File: src/flash_buf_pkg.sv
// flash buffer package, buffer geometry, write FSM states and status layout
package flash_buf_pkg;

	// ========================================
	// buffer geometry
	// ========================================
	localparam int BYTE_W     = 8;	// one flash byte
	localparam int BUF_AW     = 8;	// 256 entry buffers
	localparam int PAGE_BYTES = 128;	// bytes shifted per page program
	localparam int FLASH_AW   = 32;	// flash byte address
	localparam int BUSY_EDGES = 2;	// rise and fall latches

	// page program sequencer, three cycles per byte
	typedef enum logic [1:0] {
		WS_LOAD  = 2'd0,	// buffer output settles
		WS_SHIFT = 2'd1,	// byte goes out
		WS_NEXT  = 2'd2,	// step counter or finish
		WS_DONE  = 2'd3	// hold write request
	} write_state_e;

	// ========================================
	// status word bit positions
	// ========================================
	localparam int ST_BUSY      = 0;
	localparam int ST_VALID     = 1;
	localparam int ST_ILL_WR    = 2;
	localparam int ST_ILL_ER    = 3;
	localparam int ST_BUSY_RISE = 4;
	localparam int ST_BUSY_FALL = 5;
	localparam int ST_READ_EN   = 6;
	localparam int ST_BUF_WR    = 7;
	localparam int ST_WBYTE_LSB = 24;	// write buffer byte in 31:24

endpackage

File: src/flash_cmd_pkg.sv
// flash command package, host opcode encoding and command width
package flash_cmd_pkg;

	// ========================================
	// widths
	// ========================================
	localparam int CMD_W = 8;	// host opcode byte

	// ========================================
	// host opcodes
	// ========================================
	// only the low byte of the host control word carries the opcode
	typedef enum logic [CMD_W-1:0] {
		OP_IDLE       = 8'h00,	// nothing selected, all levels low
		OP_READ       = 8'h09,	// read into the read buffer
		OP_WRITE      = 8'h0A,	// page program from the write buffer
		OP_EXT_ADDR   = 8'h0B,	// enable four byte addressing
		OP_ERASE      = 8'h0C,	// sector erase
		OP_BUF_WRITE  = 8'h0D,	// host fills the write buffer
		OP_BUSY_CLEAR = 8'h0E	// clear sticky busy edge flags
	} flash_op_e;

endpackage
File: src/cmd_level_if.sv
// decoded command levels, one driver and one view per consumer
interface cmd_level_if;
	logic rd;	// read in progress
	logic wr;	// page program in progress
	logic erase;	// sector erase requested
	logic ext_addr;	// four byte address enable requested
	logic buf_wr;	// host may fill the write buffer
	logic busy_clear;	// drop the sticky busy flags

	// decoder owns every level
	modport src (output rd, wr, erase, ext_addr, buf_wr, busy_clear);

	modport reader (input rd);
	modport writer (input wr, buf_wr);
	modport strobe (input rd, erase, ext_addr);
	modport stat (input buf_wr, busy_clear);	// status word and flag masking

endinterface

File: src/flash_prog_top.sv
// flash programming bridge top, host opcodes to serial flash controller strobes
module flash_prog_top (
	input  logic                                clock_rd2,
	input  logic                                rst_n,
	input  logic [flash_cmd_pkg::CMD_W-1:0]     cmd,
	input  logic [15:0]                         host_data,	// 15:8 wr addr, 7:0 byte or length
	input  logic                                host_wr_strobe,
	input  logic [flash_buf_pkg::BUF_AW-1:0]    host_rd_addr,
	input  logic [flash_buf_pkg::FLASH_AW-1:0]  flash_addr_in,
	input  logic                                flash_busy,
	input  logic                                flash_data_valid,
	input  logic [flash_buf_pkg::BYTE_W-1:0]    flash_dout,
	input  logic                                flash_illegal_write,
	input  logic                                flash_illegal_erase,
	output logic [flash_buf_pkg::BYTE_W-1:0]    rd_data,
	output logic [31:0]                         status,
	output logic                                flash_read,
	output logic                                flash_rden,
	output logic                                flash_write,
	output logic                                flash_sector_erase,
	output logic                                flash_en4b,
	output logic                                flash_wren,
	output logic                                flash_shift_bytes,
	output logic [flash_buf_pkg::BYTE_W-1:0]    flash_din,
	output logic [flash_buf_pkg::FLASH_AW-1:0]  flash_addr
);
	import flash_buf_pkg::*;

	cmd_level_if lv ();

	logic                  busy_q;
	logic                  write_done;
	logic [BUSY_EDGES-1:0] busy_flags;	// 0 rise, 1 fall
	logic [BYTE_W-1:0]     wbuf_byte;

	cmd_decode u_dec (.clock_rd2(clock_rd2), .rst_n(rst_n), .cmd(cmd), .lv(lv.src));

	flash_strobe u_strb (
		.clock_rd2(clock_rd2), .rst_n(rst_n), .lv(lv.strobe),
		.write_done(write_done), .shift_bytes(flash_shift_bytes),
		.flash_busy(flash_busy), .flash_addr_in(flash_addr_in),
		.flash_read(flash_read), .flash_sector_erase(flash_sector_erase),
		.flash_en4b(flash_en4b), .flash_write(flash_write), .flash_wren(flash_wren),
		.flash_addr(flash_addr), .busy_q(busy_q)
	);

	// ========================================
	// busy edge flags, fall watches inverted busy
	// ========================================
	for (genvar i = 0; i < BUSY_EDGES; i++) begin : g_busy_edge
		edge_latch #(.PREV_INIT(i != 0)) u_edge (
			.clock_rd2(clock_rd2), .rst_n(rst_n),
			.level((i == 0) ? busy_q : !busy_q),
			.clear(lv.busy_clear), .flag(busy_flags[i])
		);
	end

	read_capture u_rcap (
		.clock_rd2(clock_rd2), .rst_n(rst_n), .lv(lv.reader),
		.read_len(host_data[7:0]), .flash_data_valid(flash_data_valid),
		.flash_dout(flash_dout), .host_rd_addr(host_rd_addr),
		.flash_rden(flash_rden), .rd_data(rd_data)
	);

	write_sequencer u_wseq (
		.clock_rd2(clock_rd2), .rst_n(rst_n), .lv(lv.writer),
		.host_wr_strobe(host_wr_strobe), .host_wr_addr(host_data[15:8]),
		.host_wr_byte(host_data[7:0]), .wbuf_byte(wbuf_byte), .flash_din(flash_din),
		.shift_bytes(flash_shift_bytes), .write_done(write_done)
	);

	status_reg u_stat (
		.clock_rd2(clock_rd2), .rst_n(rst_n), .lv(lv.stat), .busy_q(busy_q),
		.flash_data_valid(flash_data_valid), .flash_illegal_write(flash_illegal_write),
		.flash_illegal_erase(flash_illegal_erase), .flash_rden(flash_rden),
		.busy_flags(busy_flags), .wbuf_byte(wbuf_byte), .status(status)
	);

endmodule

File: src/status_reg.sv
// status register, collects flash and bridge state into one 32-bit word
module status_reg (
	input  logic                                  clock_rd2,
	input  logic                                  rst_n,
	cmd_level_if.stat                             lv,
	input  logic                                  busy_q,
	input  logic                                  flash_data_valid,
	input  logic                                  flash_illegal_write,
	input  logic                                  flash_illegal_erase,
	input  logic                                  flash_rden,
	input  logic [flash_buf_pkg::BUSY_EDGES-1:0]  busy_flags,
	input  logic [flash_buf_pkg::BYTE_W-1:0]      wbuf_byte,
	output logic [31:0]                           status
);
	import flash_buf_pkg::*;

	always_ff @(posedge clock_rd2 or negedge rst_n) begin
		if (!rst_n) begin
			status <= '0;
		end else begin
			status                          <= '0;	// 23:8 unused
			status[ST_BUSY]                 <= busy_q;
			status[ST_VALID]                <= flash_data_valid;
			status[ST_ILL_WR]               <= flash_illegal_write;
			status[ST_ILL_ER]               <= flash_illegal_erase;
			// flags read as clear from the cycle the clear is issued
			status[ST_BUSY_RISE]            <= busy_flags[0] && !lv.busy_clear;
			status[ST_BUSY_FALL]            <= busy_flags[1] && !lv.busy_clear;
			status[ST_READ_EN]              <= flash_rden;
			status[ST_BUF_WR]               <= lv.buf_wr;
			status[ST_WBYTE_LSB +: BYTE_W]  <= wbuf_byte;
		end
	end

endmodule

File: src/write_sequencer.sv
// write sequencer, host write buffer plus page program FSM shifting bytes out
module write_sequencer (
	input  logic                              clock_rd2,
	input  logic                              rst_n,
	cmd_level_if.writer                       lv,
	input  logic                              host_wr_strobe,
	input  logic [flash_buf_pkg::BUF_AW-1:0]  host_wr_addr,
	input  logic [flash_buf_pkg::BYTE_W-1:0]  host_wr_byte,
	output logic [flash_buf_pkg::BYTE_W-1:0]  wbuf_byte,
	output logic [flash_buf_pkg::BYTE_W-1:0]  flash_din,
	output logic                              shift_bytes,
	output logic                              write_done
);
	import flash_buf_pkg::*;

	write_state_e      state;
	logic [BUF_AW-1:0] byte_cnt;	// byte being shifted
	logic              strb_q;	// host strobe one cycle back
	logic              rise_q;	// registered strobe edge
	logic [BYTE_W-1:0] page_byte;

	// ========================================
	// host side, one write per strobe
	// ========================================
	always_ff @(posedge clock_rd2 or negedge rst_n) begin
		if (!rst_n) begin
			strb_q <= 1'b0;
			rise_q <= 1'b0;
		end else begin
			strb_q <= host_wr_strobe;
			rise_q <= host_wr_strobe && !strb_q;
		end
	end

	// ========================================
	// page program FSM
	// ========================================
	always_ff @(posedge clock_rd2 or negedge rst_n) begin
		if (!rst_n) begin
			state    <= WS_LOAD;
			byte_cnt <= '0;
		end else if (!lv.wr) begin
			state    <= WS_LOAD;	// abort or idle, start over at byte 0
			byte_cnt <= '0;
		end else begin
			case (state)
				WS_LOAD:  state <= WS_SHIFT;
				WS_SHIFT: state <= WS_NEXT;
				WS_NEXT: begin
					if (byte_cnt < BUF_AW'(PAGE_BYTES - 1)) begin
						byte_cnt <= byte_cnt + 1'b1;
						state    <= WS_LOAD;
					end else begin
						state <= WS_DONE;
					end
				end
				default:  state <= WS_DONE;	// hold until wr drops
			endcase
		end
	end

	assign shift_bytes = (state == WS_SHIFT);
	assign write_done  = (state == WS_DONE);
	assign flash_din   = {<<{page_byte}};	// flash takes bytes lsb first

	byte_ram u_wbuf (
		.clock_rd2 (clock_rd2),
		.addr_a    (host_wr_addr),
		.din_a     (host_wr_byte),
		.we_a      (lv.buf_wr && rise_q),
		.dout_a    (wbuf_byte),	// readback for the status word
		.addr_b    (byte_cnt),
		.dout_b    (page_byte)
	);

	a_cnt_in_page : assert property (@(posedge clock_rd2) disable iff (!rst_n)
		byte_cnt <= BUF_AW'(PAGE_BYTES - 1))
		else $error("write_sequencer: byte counter past the page");

endmodule

File: src/read_capture.sv
// read capture, counts flash bytes of a read and stores them bit-reversed
module read_capture (
	input  logic                              clock_rd2,
	input  logic                              rst_n,
	cmd_level_if.reader                       lv,
	input  logic [flash_buf_pkg::BUF_AW-1:0]  read_len,
	input  logic                              flash_data_valid,
	input  logic [flash_buf_pkg::BYTE_W-1:0]  flash_dout,
	input  logic [flash_buf_pkg::BUF_AW-1:0]  host_rd_addr,
	output logic                              flash_rden,
	output logic [flash_buf_pkg::BYTE_W-1:0]  rd_data
);
	import flash_buf_pkg::*;

	logic [BUF_AW-1:0] byte_cnt;	// buffer slot of the current byte
	logic              dv_q;	// data_valid one cycle back
	logic [BYTE_W-1:0] dout_rev;
	logic              cap_we;

	// ========================================
	// byte counter
	// ========================================
	always_ff @(posedge clock_rd2 or negedge rst_n) begin
		if (!rst_n) begin
			byte_cnt <= '0;
			dv_q     <= 1'b0;
		end else if (lv.rd) begin
			dv_q <= flash_data_valid;
			if (dv_q && !flash_data_valid && byte_cnt <= read_len)
				byte_cnt <= byte_cnt + 1'b1;	// step on the falling edge of data_valid
		end else begin
			byte_cnt <= '0;	// idle between reads
			dv_q     <= 1'b0;
		end
	end

	// read stays enabled for read_len+1 bytes
	assign flash_rden = lv.rd && (byte_cnt <= read_len);
	assign cap_we     = flash_rden && flash_data_valid;
	assign dout_rev   = {<<{flash_dout}};	// flash returns bytes lsb first

	byte_ram u_rbuf (
		.clock_rd2 (clock_rd2),
		.addr_a    (byte_cnt),
		.din_a     (dout_rev),
		.we_a      (cap_we),
		.dout_a    (),	// capture side only writes
		.addr_b    (host_rd_addr),
		.dout_b    (rd_data)
	);

endmodule

File: src/flash_strobe.sv
// flash strobe generator, one-cycle pulses from command levels plus busy and address regs
module flash_strobe (
	input  logic                                clock_rd2,
	input  logic                                rst_n,
	cmd_level_if.strobe                         lv,
	input  logic                                write_done,
	input  logic                                shift_bytes,
	input  logic                                flash_busy,
	input  logic [flash_buf_pkg::FLASH_AW-1:0]  flash_addr_in,
	output logic                                flash_read,
	output logic                                flash_sector_erase,
	output logic                                flash_en4b,
	output logic                                flash_write,
	output logic                                flash_wren,
	output logic [flash_buf_pkg::FLASH_AW-1:0]  flash_addr,
	output logic                                busy_q
);
	import flash_buf_pkg::*;

	// source order: 0 read, 1 erase, 2 en4b, 3 write
	logic [3:0]      src;
	logic [3:0][1:0] hist;	// {older, newer} sample per source
	logic [3:0]      pulse;

	assign src = {write_done, lv.ext_addr, lv.erase, lv.rd};

	always_ff @(posedge clock_rd2 or negedge rst_n) begin
		if (!rst_n) begin
			hist   <= '0;
			busy_q <= 1'b0;
		end else begin
			for (int i = 0; i < 4; i++)
				hist[i] <= {hist[i][0], src[i]};
			busy_q <= flash_busy;	// reported only, never waited on
		end
	end

	// address is payload, follows the host one edge late
	always_ff @(posedge clock_rd2) begin
		flash_addr <= flash_addr_in;
	end

	always_comb begin
		for (int i = 0; i < 4; i++)
			pulse[i] = (hist[i] == 2'b01);	// rising edge, one cycle only
	end

	assign flash_read         = pulse[0];
	assign flash_sector_erase = pulse[1];
	assign flash_en4b         = pulse[2];
	assign flash_write        = pulse[3];
	assign flash_wren         = pulse[1] | pulse[2] | pulse[3] | shift_bytes;	// shared write enable

	// write_done comes from the sequencer, the rest from the decoder
	a_one_strobe : assert property (@(posedge clock_rd2) disable iff (!rst_n) $onehot0(pulse))
		else $error("flash_strobe: two flash strobes in one cycle");

endmodule

File: src/cmd_decode.sv
// command decoder, registers the host opcode and drives one-hot command levels
module cmd_decode (
	input  logic                           clock_rd2,
	input  logic                           rst_n,
	input  logic [flash_cmd_pkg::CMD_W-1:0] cmd,
	cmd_level_if.src                       lv
);
	import flash_cmd_pkg::*;

	logic [CMD_W-1:0] op_q;	// opcode one edge after the host

	// two stages: opcode first, then the levels decoded from it
	always_ff @(posedge clock_rd2 or negedge rst_n) begin
		if (!rst_n) begin
			op_q          <= OP_IDLE;
			lv.rd         <= 1'b0;
			lv.wr         <= 1'b0;
			lv.erase      <= 1'b0;
			lv.ext_addr   <= 1'b0;
			lv.buf_wr     <= 1'b0;
			lv.busy_clear <= 1'b0;
		end else begin
			op_q          <= cmd;
			lv.rd         <= (op_q == OP_READ);
			lv.wr         <= (op_q == OP_WRITE);
			lv.erase      <= (op_q == OP_ERASE);
			lv.ext_addr   <= (op_q == OP_EXT_ADDR);
			lv.buf_wr     <= (op_q == OP_BUF_WRITE);
			lv.busy_clear <= (op_q == OP_BUSY_CLEAR);	// unknown codes leave all low
		end
	end

	// every consumer relies on a single active command at a time
	a_levels_onehot : assert property (@(posedge clock_rd2) disable iff (!rst_n)
		$onehot0({lv.rd, lv.wr, lv.erase, lv.ext_addr, lv.buf_wr, lv.busy_clear}))
		else $error("cmd_decode: more than one command level high");

endmodule

File: src/edge_latch.sv
// sticky edge flag, sets on a rising level and holds until cleared
module edge_latch #(
	parameter logic PREV_INIT = 1'b0	// held level out of reset, matches the source
) (
	input  logic clock_rd2,
	input  logic rst_n,
	input  logic level,
	input  logic clear,
	output logic flag
);
	logic level_q;	// level one cycle back

	always_ff @(posedge clock_rd2 or negedge rst_n) begin
		if (!rst_n) begin
			level_q <= PREV_INIT;
			flag    <= 1'b0;
		end else begin
			level_q <= level;
			if (clear)
				flag <= 1'b0;	// clear beats a new edge
			else if (level && !level_q)
				flag <= 1'b1;
		end
	end

endmodule

File: src/byte_ram.sv
// byte buffer, 256x8 with read/write port a and read-only port b
module byte_ram (
	input  logic                              clock_rd2,
	input  logic [flash_buf_pkg::BUF_AW-1:0]  addr_a,
	input  logic [flash_buf_pkg::BYTE_W-1:0]  din_a,
	input  logic                              we_a,
	output logic [flash_buf_pkg::BYTE_W-1:0]  dout_a,
	input  logic [flash_buf_pkg::BUF_AW-1:0]  addr_b,
	output logic [flash_buf_pkg::BYTE_W-1:0]  dout_b
);
	import flash_buf_pkg::*;

	logic [BYTE_W-1:0] mem [2**BUF_AW];

	// port a, old data on a same-address write
	always_ff @(posedge clock_rd2) begin
		if (we_a)
			mem[addr_a] <= din_a;
		dout_a <= mem[addr_a];
	end

	// port b, one cycle read latency
	always_ff @(posedge clock_rd2) begin
		dout_b <= mem[addr_b];
	end

endmodule

File: config.mk
export PLATFORM = sky130hd
export DESIGN_NAME = flash_prog_top
export DESIGN_NICKNAME = d
export VERILOG_FILES = /design/src/flash_buf_pkg.sv /design/src/flash_cmd_pkg.sv /design/src/cmd_level_if.sv /design/src/flash_prog_top.sv /design/src/status_reg.sv /design/src/write_sequencer.sv /design/src/read_capture.sv /design/src/flash_strobe.sv /design/src/cmd_decode.sv /design/src/edge_latch.sv /design/src/byte_ram.sv
export SDC_FILE = /design/constraint.sdc
export NUM_CORES = 2
export LEC_CHECK = 0
export ABC_CLOCK_PERIOD_IN_PS = 6700
export BUFFER_PORTS_ARGS = -buffer_cell sky130_fd_sc_hd__buf_2
export CAP_MARGIN = 20
export CORE_MARGIN = 8
export CORE_UTILIZATION = 60
export DETAILED_ROUTE_END_ITERATION = 10
export GPL_TIMING_DRIVEN = 0
export PLACE_DENSITY = 0.76
export SETUP_SLACK_MARGIN = 0.4
export SLEW_MARGIN = 40
export SYNTH_ARGS = -nofsm -noshare
export SYNTH_HDL_FRONTEND = slang
export SYNTH_SLANG_ARGS = --single-unit
File: constraint.sdc
create_clock -name clock_rd2 -period 6.7 [get_ports clock_rd2]
set_input_delay 0.335 -clock clock_rd2 [delete_from_list [all_inputs] [get_ports clock_rd2]]
set_output_delay 0.335 -clock clock_rd2 [all_outputs]
set_load 0.03 [all_outputs]
==> results of run 1 <==
-- per-stage QoR --
step	TNS [ps]	util [%]	std cells	area (um2)
2_1_floorplan	0	-	8927	179000
3_3_place_gp	-3043680	62.20	13010	184600
3_5_place_dp	0	64.38	13190	191100
4_1_cts	0	69.50	14070	206300
-- logic make-up after synthesis --
family / after synthesis
DFF: 4215
AOI/OAI and AO/OA: 844
xor gates and xnor gates: 5
muxes: 2011
and+or+nand+nor: 1148
buffers and inverters: 675
other: 1
adders and majority gates: 13
==> results.md, run 1 <==
- Synth Area in Compound Gates: 3.425%
- Synth area leader: edfxtp_1
- PortBufs: 141
- Outcome: stopped before the end
- Avg Cell Area, Syn: 20.08 um2
- Mapped cell area: 0.1789 mm2
- Largest net degree at the start of global routing: 111
- H-tree depth: 5
- Die height: 562.1 um
- PostCTS Resize Cnt: 0
- Synth Flop Type: edfxtp_1
- Distinct cells, synth: 71
- Ys Warns: 0
- Simple-gate share of the synthesized area: 2.790%
- Post-synthesis mux area share: 21.51%
- Root buf cell: clkbuf_16
- Antenna violations before repair: 211
- Count leader, synth: edfxtp_1
- Xor and xnor area share after synthesis: 0.02448%
- Failing step: global routing (5_1_grt)
- Most frequent cells after synthesis: 4096 x edfxtp_1, 1466 x mux4_2, 570 x nor2_1
- Row Count: 200
- Largest cells by area after synthesis: edfxtp_1 69%, mux4_2 18%, mux2i_1 3.0%
- Largest family of logic cells by synthesized area: multiplexers
- GP Congestion: 1.136
- Post-CTS setup buffers: 0
- DP HPWL: 627800 um
- Chip width: 562.1 um
- Post-Synthesis Cells: 8912
- IO Pins: 166
- Fraction of registers with async set/reset: 1.495%
- Max Root-Sink Buffers: 4
- Clk sinks: 4215
- Post-synth EDFFs: 4096
- Pre-CTS setup slack: 589.8 ps
- Err: [ERROR GRT-0228] Horizontal edge usage exceeds the maximum allowed. (73, 2) usage=65535 limit=3200
- Synth top area share: 68.74%
- CTS Hold Bufs: 107
- Initial core utilization: 60.29%
- Adder-cell share of the synthesized area: 0.09091%
- Register bit count reported by yosys: 4215
- TritonCTS Buffers: 419
- Post-synthesis sequential area ratio: 70.25%
==> run 2, diff against run 1 <==
--- a/config.mk
+++ b/config.mk
@@ -9,11 +9,10 @@
 export BUFFER_PORTS_ARGS = -buffer_cell sky130_fd_sc_hd__buf_2
 export CAP_MARGIN = 20
 export CORE_MARGIN = 8
-export CORE_UTILIZATION = 60
+export CORE_UTILIZATION = 40
 export DETAILED_ROUTE_END_ITERATION = 10
 export GPL_TIMING_DRIVEN = 0
-export PLACE_DENSITY = 0.76
-export SETUP_SLACK_MARGIN = 0.4
+export PLACE_DENSITY_LB_ADDON = 0.15
 export SLEW_MARGIN = 40
 export SYNTH_ARGS = -nofsm -noshare
 export SYNTH_HDL_FRONTEND = slang
==> results.md, run 2 <==
- Outcome: complete, no violations
- Crit path max fanout: 10
- Min-delay src: host_wr_strobe
- Critical Path Max Stage Delay: 780 ps
- Max Slew Vio Count: 0
- Critical Path Start Type: flop
- Worst r2r path cells: 11
- Nets: 9962
- Fin Hold WS: 89.57 ps
- Setup CP Type: flop to flop
- CTS tree: built
- Final min period: 6246 ps
- TritonRoute pass-1 iters: 8
- Vias/cell: 7.037
- Detailed-route wire length per cell: 57.72 um
- Clk sinks: 4215 (unchanged)
- Final core utilization: 47.50%
- Most used cell, CP: clkbuf_4
- Peak Freq: 0.1601 GHz
- Post-synthesis sequential area ratio: 70.25% (unchanged)
- DP HPWL: 672100 um (+7.1%)
- Total GRT Usage: 39.29%
- Hold-critical path depth: 3
- CP Cell Sequence: clkbuf_2, buf_16, clkinv_2, clkbuf_4, clkbuf_4, nand2_1, o211ai_1, a311oi_4, buf_6, o311ai_1, o21ai_1
- Distinct cells, synth: 71 (unchanged)
- Pwr/cell area: 275.8 mW/mm2
- Commonest non-fill, non-tap cells in the layout: 4096 x edfxtp_1, 1466 x mux4_2, 516 x mux2i_1
- Area Overhead vs Synth: 18.25%
- Max_cap viols: 0
- Hold WC Path Type: input port to flop
- Placed Cells: 15.23k (+15%)
- Largest registers: u_rcap.u_rbuf.mem (2048), u_wseq.u_wbuf.mem (2048), u_strb.flash_addr (32)
- Final period util: 93.23%
- Synth area leader: edfxtp_1
- First-pass GRT wire length: 1180000 um
- Data required time at the worst endpoint: 7480 ps
- Clk Latency, worst-skew pair: 1070 ps
- Clock Skew: 59.96 ps
- Synth Flop Type: edfxtp_1
- Hold EP: u_wseq.rise_q
- Static leakage: 65.97 nW
- Commonest non-fill, non-tap cell in the layout: edfxtp_1
- Vias in the first global route: 107.2k
- Slew @ Worst Pin: 1129 ps
- Pwr Total: 58.35 mW
- GRT overflow: 0
- R2r endpoint: u_wseq.u_wbuf.dout_b[1]
- Fraction of registers with async set/reset: 1.495% (unchanged)
- Layout fillers: 36.91k
- Crit path buffers/inverters: 6
- Share of cells above drive strength 1: 35.87%
- Initial DRC Count: 20.67k
- PortBufs: 141 (unchanged)
- Via Count: 114.9k
- Core Area: 0.4454 mm2
- Die height: 684.8 um (+22%)
- Root buf cell: clkbuf_16
- Mapped cell area: 0.1789 mm2 (unchanged)
- Chip width: 684.8 um (+22%)
- CP max stage cell: o311ai_1
- Ys Warns: 0 (unchanged)
- Peak VDD IR: 0.0002051 V
- Worst Setup End Kind: flop
- Area after DPL: 0.1952 mm2 (+2.1%)
- Final Cell Area: 0.2116 mm2
- Hold Vio Cnt, Final: 0
- Clock Pin Slew Worst Setup and Hold Paths: 60 ps
- Die area: 0.4690 mm2
- Post-synth EDFFs: 4096 (unchanged)
- H-tree depth: 5 (unchanged)
- Max Root-Sink Buffers: 4 (unchanged)
- Final count of negative-setup-slack endpoints: 0
- Kind of cell adding the most delay to the critical path: buffers and inverters
- Final Routed Wirelength: 942800 um
- GP Congestion: 1.075 (-5.3%)
- Antenna violations before repair: 142
- Largest net degree at the start of global routing: 98
- RSZ-0062 raised after global routing: no
- Row Count: 245 (+23%)
- Remaining DRCs: 0
- Synth top area share: 68.74% (unchanged)
- Reg-to-Reg Start: u_wseq.byte_cnt[2]
- Count leader, synth: edfxtp_1
- IO Pins: 166 (unchanged)
- Rel. slew slack: 23.95%
- PostCTS Resize Cnt: 0 (unchanged)
- CP Data Arrival Time: 7020 ps
- ANT nets after route: 0
- TritonCTS Buffers: 461 (+10%)
- Post-Synthesis Cells: 8912 (unchanged)
- Register bit count reported by yosys: 4215 (unchanged)
- Non-filler instance count after layout: 16.33k
- Initial core utilization: 40.17% (-20 points)
- Most frequent cells after synthesis: 4096 x edfxtp_1, 1466 x mux4_2, 570 x nor2_1
- Avg Cell Area, Syn: 20.08 um2 (unchanged)
- Flop-to-flop setup slack: 450 ps
- Largest cells by area after synthesis: edfxtp_1 69%, mux4_2 18%, mux2i_1 3.0%
run 2: cell counts after synthesis:
No cell type changed its count.
run 2: final cells by class:
cell class | count | area [um2] | area share (%)
well taps | 5928 | 7417 | 3.506
flip-flops and latches | 4215 | 125700 | 59.41
plain buffers | 646 | 4039 | 1.909
repair buffers | 480 | 7102 | 3.357
clock inverters | 283 | 2494 | 1.179
clock buffers | 573 | 12240 | 5.783
diodes | 143 | 357.8 | 0.1691
inverters | 29 | 113.9 | 0.05381
multi-input cells | 4037 | 52130 | 24.64
run 2: where the power goes:
group / total (mW) / switching, mW / internal [mW]
sequential: 28.9 / 0.0129 / 28.9
combinational: 3.90 / 2.77 / 1.13
clock: 25.5 / 11.2 / 14.3
total: 58.3 / 14.0 / 44.4
run 2: through the flow:
stage / TNS [ps] / setup WS, ps
after floorplan: 0 / 3700
after global placement: -4552840 / -3112
after detailed placement: 0 / 586.8
after CTS: 0 / 825.8
after global routing: 0 / 954.4
final: 0 / 453.6
run 2: worst max-delay path by stage:
stage	from	to	slack, ps	cells past startpoint
finish	u_wseq.byte_cnt[2]	u_wseq.u_wbuf.dout_b[1]	450	11
global route	u_wseq.byte_cnt[0]	u_wseq.u_wbuf.dout_b[6]	950	11
CTS	u_wseq.byte_cnt[1]	u_wseq.u_wbuf.dout_b[4]	830	13
detailed placement	host_data[9]	u_wseq.u_wbuf.mem[175][7]	590	10
global placement	u_wseq.byte_cnt[1]	u_wseq.u_wbuf.dout_b[2]	-3110	10
floorplan	host_data[8]	u_wseq.u_wbuf.mem[173][0]	3700	10
run 2: repair_timing:
action                                  CTS  global route
endpoints found under the hold margin  1727             0
hold buffers                            108             0
setup buffers                             0             0
run 2: worst min-delay path, cell delays in order:
cell,delay (ps)
dlygate4sd3_1,520
buf_2,100
nor2b_1,110
run 2: cells by family after synthesis:
| group | count (synthesis) | share of synthesized area (%) |
|---|---|---|
| DFF | 4215 | 70.25 |
| and+or+nand+nor | 1148 | 2.790 |
| adders and majority gates | 13 | 0.09091 |
| muxes | 2011 | 21.51 |
| other | 1 | 0.002096 |
| buffers and inverters | 675 | 1.901 |
| AOI/OAI and AO/OA | 844 | 3.425 |
| xor gates and xnor gates | 5 | 0.02447 |
run 2: metal layers:
layer | global-route usage [%] | share of wire [%]
met1 | 45.57 | 33
met5 | 0.09182 | 0.037
met4 | 35.45 | 11
met2 | 58.06 | 44
met3 | 12.91 | 12
Power figures use the tool's default switching activity.
